## src/common/dcache_pkg.sv

```systemverilog
`default_nettype none

package dcache_pkg;

   // **********************************************************
   // Cache geometry
   // **********************************************************

   // Operand and address widths of the load/store unit
   localparam int DATA_W = 32;
   localparam int ADDR_W = 32;

   // Byte offset inside a 32-bit word
   localparam int BYTE_W = 2;
   // Word select inside a 16-byte block
   localparam int WORD_W = 2;
   // Set index, 16 sets in the direct-mapped array
   localparam int INDEX_W = 4;
   // Everything above the index is tag
   localparam int TAG_W = ADDR_W - INDEX_W - WORD_W - BYTE_W;

   localparam int WORDS_PER_BLOCK = 1 << WORD_W;
   localparam int NUM_SETS = 1 << INDEX_W;
   // One select bit per byte lane of a word
   localparam int BSEL_W = DATA_W / 8;

   // **********************************************************
   // Address decode
   // **********************************************************

   // Field layout of a byte address, most significant field first
   typedef struct packed {
      logic [TAG_W-1:0]   tag;
      logic [INDEX_W-1:0] index;
      logic [WORD_W-1:0]  word;
      logic [BYTE_W-1:0]  boff;
   } addr_fields_t;

   // The ports and the memory carry the raw word
   // The stores and the controller look at the fields
   typedef union packed {
      logic [ADDR_W-1:0] raw;
      addr_fields_t      f;
   } addr_u;

   // **********************************************************
   // Bundles between blocks
   // **********************************************************

   // One CPU load or store, held stable until ack or err
   typedef struct packed {
      logic              we;
      addr_u             adr;
      logic [DATA_W-1:0] wdat;
      logic [BSEL_W-1:0] bsel;
   } cpu_req_t;

   // Per-set bookkeeping in the tag store
   typedef struct packed {
      logic             dirty;
      logic             valid;
      logic [TAG_W-1:0] tag;
   } tag_entry_t;

   // One word of a victim dump toward memory
   typedef struct packed {
      addr_u             adr;
      logic [DATA_W-1:0] dat;
   } mem_wr_t;

endpackage

`default_nettype wire

```

## src/dcache/dcache_ctrl.sv

```systemverilog
`timescale 1ns/1ps
`default_nettype none

module dcache_ctrl (
   input  wire logic                          clk,
   input  wire logic                          rst,
   // CPU side
   input  wire logic                          cpu_req_i,
   input  wire dcache_pkg::cpu_req_t          cpu_req_i_data,
   output logic                               cpu_ack_o,
   output logic                               cpu_err_o,
   output logic [dcache_pkg::DATA_W-1:0]      cpu_rdat_o,
   // Memory side
   output logic                               mem_rd_req_o,
   output dcache_pkg::addr_u                  mem_rd_adr_o,
   input  wire logic                          mem_rvalid_i,
   input  wire logic [dcache_pkg::DATA_W-1:0] mem_rdat_i,
   input  wire logic                          mem_err_i,
   output logic                               mem_wr_o,
   output dcache_pkg::mem_wr_t                mem_wr_o_data,
   // Tag store
   output dcache_pkg::addr_u                  lookup_adr_o,
   input  wire logic                          hit_i,
   input  wire dcache_pkg::tag_entry_t        victim_i,
   output logic                               tag_we_o,
   output dcache_pkg::tag_entry_t             tag_wdata_o,
   // Data store
   input  wire logic [dcache_pkg::DATA_W-1:0] rdat_i,
   output logic [dcache_pkg::WORD_W-1:0]      data_rd_word_o,
   output logic                               data_we_o,
   output logic [dcache_pkg::WORD_W-1:0]      data_wr_word_o,
   output logic [dcache_pkg::DATA_W-1:0]      data_wdat_o,
   output logic [dcache_pkg::BSEL_W-1:0]      data_bsel_o
);

   typedef enum logic [1:0] {ST_IDLE, ST_LOOKUP, ST_DUMP, ST_REFILL} state_t;

   state_t                          state_q;
   // Word counter shared by dump and refill, both run from word 0
   logic [dcache_pkg::WORD_W-1:0]   cnt_q;
   logic                            err_q;
   dcache_pkg::cpu_req_t            req_q;
   logic [dcache_pkg::TAG_W-1:0]    victim_tag_q;
   logic                            victim_dirty;
   logic                            last_word;

   // Only a valid block with modified data needs to go back to memory
   assign victim_dirty = victim_i.valid & victim_i.dirty;
   assign last_word    = (cnt_q == dcache_pkg::WORD_W'(dcache_pkg::WORDS_PER_BLOCK - 1));

   // **********************************************************
   // State sequencing
   // **********************************************************
   always_ff @(posedge clk) begin
      if (rst) begin
         state_q <= ST_IDLE;
         cnt_q   <= '0;
         err_q   <= 1'b0;
      end else begin
         err_q <= 1'b0;
         case (state_q)
            // The request seen while err is pulsing is the one that failed
            ST_IDLE: if (cpu_req_i && !err_q) state_q <= ST_LOOKUP;
            ST_LOOKUP: begin
               cnt_q <= '0;
               if (hit_i) state_q <= ST_IDLE;
               else if (victim_dirty) state_q <= ST_DUMP;
               else state_q <= ST_REFILL;
            end
            // One victim word per cycle, no back-pressure from memory
            ST_DUMP: begin
               cnt_q <= cnt_q + 1'b1;
               if (last_word) state_q <= ST_REFILL;
            end
            ST_REFILL: begin
               if (mem_err_i) begin
                  err_q   <= 1'b1;
                  state_q <= ST_IDLE;
               end else if (mem_rvalid_i) begin
                  cnt_q <= cnt_q + 1'b1;
                  // Replay the lookup, which now hits
                  if (last_word) state_q <= ST_LOOKUP;
               end
            end
            default: state_q <= ST_IDLE;
         endcase
      end
   end

   // Capture the request as it arrives and the victim tag when the lookup misses
   always_ff @(posedge clk) begin
      if (state_q == ST_IDLE && cpu_req_i) req_q <= cpu_req_i_data;
      if (state_q == ST_LOOKUP && !hit_i) victim_tag_q <= victim_i.tag;
   end

   // **********************************************************
   // Store control
   // **********************************************************
   always_comb begin
      tag_we_o       = 1'b0;
      tag_wdata_o    = victim_i;
      data_we_o      = 1'b0;
      data_wr_word_o = req_q.adr.f.word;
      data_wdat_o    = req_q.wdat;
      data_bsel_o    = req_q.bsel;
      case (state_q)
         ST_LOOKUP: begin
            if (hit_i && req_q.we) begin
               // Byte lanes are merged inside the data store
               data_we_o         = 1'b1;
               tag_we_o          = 1'b1;
               tag_wdata_o.dirty = 1'b1;
            end else if (!hit_i && !victim_dirty) begin
               // Clean victim, drop it before the refill overwrites it
               tag_we_o    = 1'b1;
               tag_wdata_o = '{dirty: 1'b0, valid: 1'b0, tag: req_q.adr.f.tag};
            end
         end
         ST_DUMP: begin
            // The last dump word has been read, the set is free
            if (last_word) begin
               tag_we_o    = 1'b1;
               tag_wdata_o = '{dirty: 1'b0, valid: 1'b0, tag: req_q.adr.f.tag};
            end
         end
         ST_REFILL: begin
            if (mem_rvalid_i && !mem_err_i) begin
               data_we_o      = 1'b1;
               data_wr_word_o = cnt_q;
               data_wdat_o    = mem_rdat_i;
               data_bsel_o    = '1;
               // Fresh block is valid and matches memory
               if (last_word) begin
                  tag_we_o    = 1'b1;
                  tag_wdata_o = '{dirty: 1'b0, valid: 1'b1, tag: req_q.adr.f.tag};
               end
            end
         end
         default: ;
      endcase
   end

   assign lookup_adr_o   = req_q.adr;
   // The dump walks the block, every other state reads the requested word
   assign data_rd_word_o = (state_q == ST_DUMP) ? cnt_q : req_q.adr.f.word;

   // **********************************************************
   // Port outputs
   // **********************************************************
   assign cpu_ack_o    = (state_q == ST_LOOKUP) & hit_i;
   assign cpu_err_o    = err_q;
   assign cpu_rdat_o   = rdat_i;
   assign mem_rd_req_o = (state_q == ST_REFILL);
   assign mem_wr_o     = (state_q == ST_DUMP);

   always_comb begin
      mem_rd_adr_o.f.tag   = req_q.adr.f.tag;
      mem_rd_adr_o.f.index = req_q.adr.f.index;
      mem_rd_adr_o.f.word  = '0;
      mem_rd_adr_o.f.boff  = '0;
      // The victim shares the index of the request
      mem_wr_o_data.adr.f.tag   = victim_tag_q;
      mem_wr_o_data.adr.f.index = req_q.adr.f.index;
      mem_wr_o_data.adr.f.word  = cnt_q;
      mem_wr_o_data.adr.f.boff  = '0;
      mem_wr_o_data.dat         = rdat_i;
   end

   // The registered error never lands in a lookup cycle
   a_ack_err_excl: assert property (@(posedge clk) disable iff (rst)
      !(cpu_ack_o && cpu_err_o));
   // A dump strobe only carries a modified block that the request misses
   a_wr_in_dump: assert property (@(posedge clk) disable iff (rst)
      mem_wr_o |-> victim_dirty && !hit_i);
   // The refill only starts once the set holds no modified data
   a_rd_wr_excl: assert property (@(posedge clk) disable iff (rst)
      mem_rd_req_o |-> !victim_dirty);

endmodule

`default_nettype wire

```

## src/dcache/dcache_data_store.sv

```systemverilog
`timescale 1ns/1ps
`default_nettype none

module dcache_data_store (
   input  wire logic                           clk,
   input  wire logic [dcache_pkg::INDEX_W-1:0] index_i,
   input  wire logic [dcache_pkg::WORD_W-1:0]  rd_word_i,
   output logic [dcache_pkg::DATA_W-1:0]       rdat_o,
   input  wire logic                           we_i,
   input  wire logic [dcache_pkg::WORD_W-1:0]  wr_word_i,
   input  wire logic [dcache_pkg::DATA_W-1:0]  wdat_i,
   input  wire logic [dcache_pkg::BSEL_W-1:0]  bsel_i
);

   localparam int DEPTH = dcache_pkg::NUM_SETS * dcache_pkg::WORDS_PER_BLOCK;
   localparam int AW    = dcache_pkg::INDEX_W + dcache_pkg::WORD_W;

   // Flat word array, addressed by set and word
   logic [dcache_pkg::DATA_W-1:0] mem_q [DEPTH];
   logic [AW-1:0]                 rd_adr;
   logic [AW-1:0]                 wr_adr;

   // Read and write share the set, only the word differs
   assign rd_adr = {index_i, rd_word_i};
   assign wr_adr = {index_i, wr_word_i};

   // **********************************************************
   // Byte-lane write
   // **********************************************************

   // Lanes that are not selected keep their old byte
   always_ff @(posedge clk) begin
      if (we_i) begin
         for (int b = 0; b < dcache_pkg::BSEL_W; b++) begin
            if (bsel_i[b]) mem_q[wr_adr][b*8 +: 8] <= wdat_i[b*8 +: 8];
         end
      end
   end

   // Asynchronous read, used both for CPU loads and for the victim dump
   assign rdat_o = mem_q[rd_adr];

   // A write without any lane means the controller picked the wrong selects
   a_bsel_nonzero: assert property (@(posedge clk)
      we_i |-> (bsel_i != '0));

endmodule

`default_nettype wire

```

## src/dcache/dcache_tag_store.sv

```systemverilog
`timescale 1ns/1ps
`default_nettype none

module dcache_tag_store (
   input  wire logic                   clk,
   input  wire logic                   rst,
   input  wire dcache_pkg::addr_u      lookup_adr_i,
   input  wire logic                   tag_we_i,
   input  wire dcache_pkg::tag_entry_t tag_wdata_i,
   output logic                        hit_o,
   output dcache_pkg::tag_entry_t      victim_o
);

   // One entry per set, direct mapped
   dcache_pkg::tag_entry_t tags_q [dcache_pkg::NUM_SETS];
   dcache_pkg::tag_entry_t entry;

   // **********************************************************
   // Array update
   // **********************************************************

   // Reset clears every valid and dirty bit
   // A write replaces the whole entry of the indexed set
   always_ff @(posedge clk) begin
      if (rst) begin
         for (int s = 0; s < dcache_pkg::NUM_SETS; s++) begin
            tags_q[s].valid <= 1'b0;
            tags_q[s].dirty <= 1'b0;
         end
      end else if (tag_we_i) begin
         tags_q[lookup_adr_i.f.index] <= tag_wdata_i;
      end
   end

   // **********************************************************
   // Lookup
   // **********************************************************

   // Read is combinational so the controller decides in the same cycle
   assign entry = tags_q[lookup_adr_i.f.index];

   // A hit needs both a live entry and a matching upper address
   assign hit_o = entry.valid && (entry.tag == lookup_adr_i.f.tag);

   // On a miss this entry is the block to be replaced
   assign victim_o = entry;

   // A write at an unknown set would corrupt an arbitrary entry
   a_known_index: assert property (@(posedge clk) disable iff (rst)
      tag_we_i |-> !$isunknown(lookup_adr_i.f.index));

endmodule

`default_nettype wire

```

## src/hw/dcache_top.sv

```systemverilog
`timescale 1ns/1ps
`default_nettype none

module dcache_top (
   input  wire logic                          clk,
   input  wire logic                          rst,
   // CPU port, one request held until ack or err
   input  wire logic                          cpu_req_i,
   input  wire dcache_pkg::cpu_req_t          cpu_req_i_data,
   output logic                               cpu_ack_o,
   output logic                               cpu_err_o,
   output logic [dcache_pkg::DATA_W-1:0]      cpu_rdat_o,
   // Memory port, level read request and strobed dump writes
   output logic                               mem_rd_req_o,
   output dcache_pkg::addr_u                  mem_rd_adr_o,
   input  wire logic                          mem_rvalid_i,
   input  wire logic [dcache_pkg::DATA_W-1:0] mem_rdat_i,
   input  wire logic                          mem_err_i,
   output logic                               mem_wr_o,
   output dcache_pkg::mem_wr_t                mem_wr_o_data
);

   dcache_pkg::addr_u             lookup_adr;
   logic                          hit;
   dcache_pkg::tag_entry_t        victim;
   logic                          tag_we;
   dcache_pkg::tag_entry_t        tag_wdata;
   logic [dcache_pkg::DATA_W-1:0] rdat;
   logic [dcache_pkg::WORD_W-1:0] data_rd_word;
   logic                          data_we;
   logic [dcache_pkg::WORD_W-1:0] data_wr_word;
   logic [dcache_pkg::DATA_W-1:0] data_wdat;
   logic [dcache_pkg::BSEL_W-1:0] data_bsel;

   // **********************************************************
   // Controller and the two stores
   // **********************************************************
   dcache_ctrl u_ctrl (
      .clk, .rst, .cpu_req_i, .cpu_req_i_data, .cpu_ack_o, .cpu_err_o, .cpu_rdat_o,
      .mem_rd_req_o, .mem_rd_adr_o, .mem_rvalid_i, .mem_rdat_i, .mem_err_i,
      .mem_wr_o, .mem_wr_o_data,
      .lookup_adr_o(lookup_adr), .hit_i(hit), .victim_i(victim),
      .tag_we_o(tag_we), .tag_wdata_o(tag_wdata), .rdat_i(rdat),
      .data_rd_word_o(data_rd_word), .data_we_o(data_we), .data_wr_word_o(data_wr_word),
      .data_wdat_o(data_wdat), .data_bsel_o(data_bsel)
   );

   dcache_tag_store u_tags (
      .clk, .rst, .lookup_adr_i(lookup_adr), .tag_we_i(tag_we), .tag_wdata_i(tag_wdata),
      .hit_o(hit), .victim_o(victim)
   );

   // The data store only needs the set index of the lookup address
   dcache_data_store u_data (
      .clk, .index_i(lookup_adr.f.index), .rd_word_i(data_rd_word), .rdat_o(rdat),
      .we_i(data_we), .wr_word_i(data_wr_word), .wdat_i(data_wdat), .bsel_i(data_bsel)
   );

endmodule

`default_nettype wire

```

## config.mk

```make
export PLATFORM = sky130hd
export DESIGN_NAME = dcache_top
export DESIGN_NICKNAME = d
export VERILOG_FILES = /design/src/common/dcache_pkg.sv /design/src/dcache/dcache_ctrl.sv /design/src/dcache/dcache_data_store.sv /design/src/dcache/dcache_tag_store.sv /design/src/hw/dcache_top.sv
export SDC_FILE = /design/constraint.sdc
export NUM_CORES = 2
export LEC_CHECK = 0
export BUFFER_PORTS_ARGS = -buffer_cell sky130_fd_sc_hd__buf_4
export CAP_MARGIN = 25
export CORE_UTILIZATION = 30
export DETAILED_ROUTE_END_ITERATION = 8
export MAX_ROUTING_LAYER = met4
export PLACE_DENSITY_LB_ADDON = 0.15
export RECOVER_POWER = 25
export SLEW_MARGIN = 20
export SYNTH_ARGS = -nofsm -noshare
export SYNTH_HDL_FRONTEND = slang
export SYNTH_SLANG_ARGS = --single-unit
```

## constraint.sdc

```tcl
create_clock -name clk -period 12.05 [get_ports clk]
set_clock_uncertainty 0.15 [all_clocks]
set_input_delay 2.41 -clock clk [delete_from_list [all_inputs] [get_ports clk]]
set_output_delay 2.41 -clock clk [all_outputs]
set_load 0.1 [all_outputs]
```

==> impl_metrics.py <==
metrics = {
    "timing": {
        "setup_tns_ns": 0,
        "tightest_slew_ns": 3.67,
        "period_minus_slack_ns": 9.95,
        "grt_setup_unrepaired": "false",
        "relSlewSlack_pct": -145,
        "hold_violations": 0,
        "fmax_ghz": 0.101,
        "slew_violations": 1997,
        "setup_violations": 0,
        "fin_crit_sh_pct": 82.6,
        "fin_hold_ws_ns": 0.366,
    },
    "detailed_routing": {
        "first_iter_violations": 4194,
        "via_per_inst": 5.08,
        "drt_drc_violations_left": 0,
        "num_vias": 50500,
        "drt-total-wl_mm": 302,
        "drt_pass1_iterations": 5,
        "drtAntennaViolNets": 0,
        "routedWlPerCell_um": 30.4,
    },
    "flow_run": {
        "maxCapViolCount": 35,
    },
    "critical_path": {
        "required_ns": 9.49,
        "worstSetupEndpointType": "primary output",
        "cp.arrival_ns": 7.39,
        "crit_fanout": 35,
        "crit_path_start_kind": "flip-flop",
        "crit_type": "reg -> out",
    },
    "synthesis": {
        "syn-cell-area_um2": 101000,
        "synth_edf_count": 2555,
        "avgSynthCellArea_um2": 21.1,
        "synth_cell_types": 71,
        "async_flop_share_pct": 0,
        "synthFlopType": "edfxtp_1",
        "synthesis.instances": 4763,
        "synth_seq_cells": 2564,
        "yosysSeqAreaShare_pct": 76.5,
        "yosysWarnings": 0,
    },
    "cts": {
        "htreeDepth": 5,
        "clock_sinks": 2564,
        "ctsResizeCount": 0,
        "clk_latency_ns": 0.91,
        "clock_path_buffers": 4,
        "cts_made_buffers": 291,
        "clk_pin_slew_ns": 0.06,
        "cts_hold_buf": 0,
        "post_cts_buffers": 0,
        "root_buffer": "clkbuf_16",
        "cts_tree": "done",
    },
    "placed_design": {
        "hpwl_mm": 175,
        "port_buffers": 229,
        "placed_cells": 9397,
        "routabilityCongestion": 0.757,
        "dpl_cell_area_um2": 109000,
    },
    "pwr": {
        "power_frac_comb_pct": 18.2,
        "switching_share_pct": 29.1,
        "leakage_nw": 37.0,
        "peakVddDrop_uv": 227,
        "p_sw_mw": 6.74,
        "p_int_mw": 16.4,
        "p_per_area_nw_per_um2": 196,
        "clkPwrFrac_pct": 36.6,
        "power_mw": 23.1,
        "seq_power_share_pct": 45.2,
    },
    "run_status": {
        "violations": "max-capacitance violations, max-slew violations",
        "outcome": "complete, but fails checks",
    },
    "hold_path": {
        "hp-class": "reg -> reg",
    },
    "final_layout": {
        "finalNetCount": 5418,
        "fin_cells": 9930,
        "fillers": 31100,
        "area_growth_pct": 17.4,
        "design_area_um2": 118000,
        "layout-drive-gt1-share_pct": 30.6,
    },
    "global_routing": {
        "grtUsageTotal_pct": 18.1,
        "grt-ovfl-total": 0,
        "grt_max_degree": 110,
        "grt_pass1_vias": 52000,
        "grt_first_pass_wirelength_mm": 418,
        "antenna_found_initial": 13,
    },
    "die": {
        "core_um2": 333000,
        "die_w_um": 581,
        "dieHeight_um": 581,
        "die_area_um2": 337000,
        "initial_core_util_pct": 30.2,
        "io_pins": 238,
        "rows": 212,
    },
}
synthesized netlist by cell type (17+ instances only):
cell type  count  share of area, %
edfxtp_1    2555                76
a21oi_1       45              0.22
nor2_1        58              0.22
mux4_2       644                14
buf_2         25              0.12
nor3_1       291               1.4
mux2_2        26              0.29
nand2_1      226              0.84
buf_1         78              0.29
nand3_1       23              0.11
buf_4         72              0.54
clkbuf_1     191              0.71
a32o_1        25              0.25
mux2i_1      107               1.1
a22oi_1       83              0.62
o21ai_0       49              0.24
o22ai_1       17              0.11
final cells by class:
class	count	area [um^2]	area share, %
well taps	4387	5490	4.65
flip-flops and latches	2564	76900	65.1
diodes	3	7.51	0.00636
multi-input cells	1813	22200	18.8
repair buffers	624	4490	3.80
inverters	12	53.8	0.0456
clock inverters	153	1230	1.04
clock buffers	374	7710	6.53
worst max-delay path, stage by stage (launching register included):
cell,delay (ns)
dfxtp_1,1.54
clkbuf_1,1.77
mux4_2,0.52
mux2i_1,0.08
mux2i_1,0.63
xor2_1,0.28
nor4_1,0.34
nand4_1,0.46
nor3_1,0.48
buf_4,0.36
metal layers:
| layer | GRT usage [%] | wire length (um) |
|---|---|---|
| met3 | 2.42 | 14800 |
| met2 | 29.1 | 147000 |
| met5 | - | 0 |
| met4 | 3.82 | 6140 |
| met1 | 24.5 | 134000 |
path summary, 6_finish.rpt:
kind / start / endpoint / slack (ns) / cells past startpoint
worst min-delay path: flip-flop / flip-flop / 0.37 / 2
worst max register to register: flip-flop / u_data.mem_q[42][16]$_DFFE_PP_ / 3.03 / 12
worst min register to register: flip-flop / flip-flop / 0.37 / 2
worst max-delay path: flip-flop / cpu_ack_o / 2.10 / 9
flip-flops by register name (all words and copies together) (netlist names), named ones only:
name and flops:
u_ctrl.lookup_adr_o 30, u_tags.tags_q 416, u_ctrl.cnt_q 2, u_ctrl.cpu_err_o 1
u_data.mem_q 2048, u_ctrl.req_q 37, u_ctrl.victim_tag_q 24, u_ctrl.state_q 1
placed cells by master, fill, tap and decap left out, types with 46 or more instances in the layout:
master     netlist  routed
mux4_2         644     644
mux2i_1        107     106
clkbuf_16        0     296
clkinv_2         0      46
nand2_1        226     183
a22oi_1         83      83
clkinv_1         1      68
nor3_1         291     283
clkbuf_4         0      64
buf_4           72     454
o21ai_0         49      48
clkbuf_1       191     168
edfxtp_1      2555    2555
through the flow:
stage          setup slack, ns  utilization, %
6_report                  2.10            35.4
5_1_grt                   1.66            35.4
3_5_place_dp              4.08            32.8
2_1_floorplan             2.71               -
4_1_cts                   3.12            35.5
3_3_place_gp              4.07            32.8
power by group through the flow:
stage / clock network [mW] / registers, mW / logic [mW]
detailed placement: 0 / 10.6 / 4.34
finish: 8.46 / 10.5 / 4.22
global route: 9.01 / 10.5 / 4.42
floorplan: 0 / 10.7 / 2.71
global placement: 0 / 10.6 / 4.30
CTS: 8.69 / 10.4 / 4.34
kinds of logic after synthesis:
kind of cell / share of synthesized area [%]
AO/OA/AOI/OAI: 2.29
XOR/XNOR: 0.235
adder cells (fa/ha/maj): 0.0747
buffers and inverters: 1.88
flip-flops: 76.5
multiplexers: 15.8
other: 0.00373
AND/OR/NAND/NOR: 3.23
No activity file was read; power rests on OpenSTA's default activity.
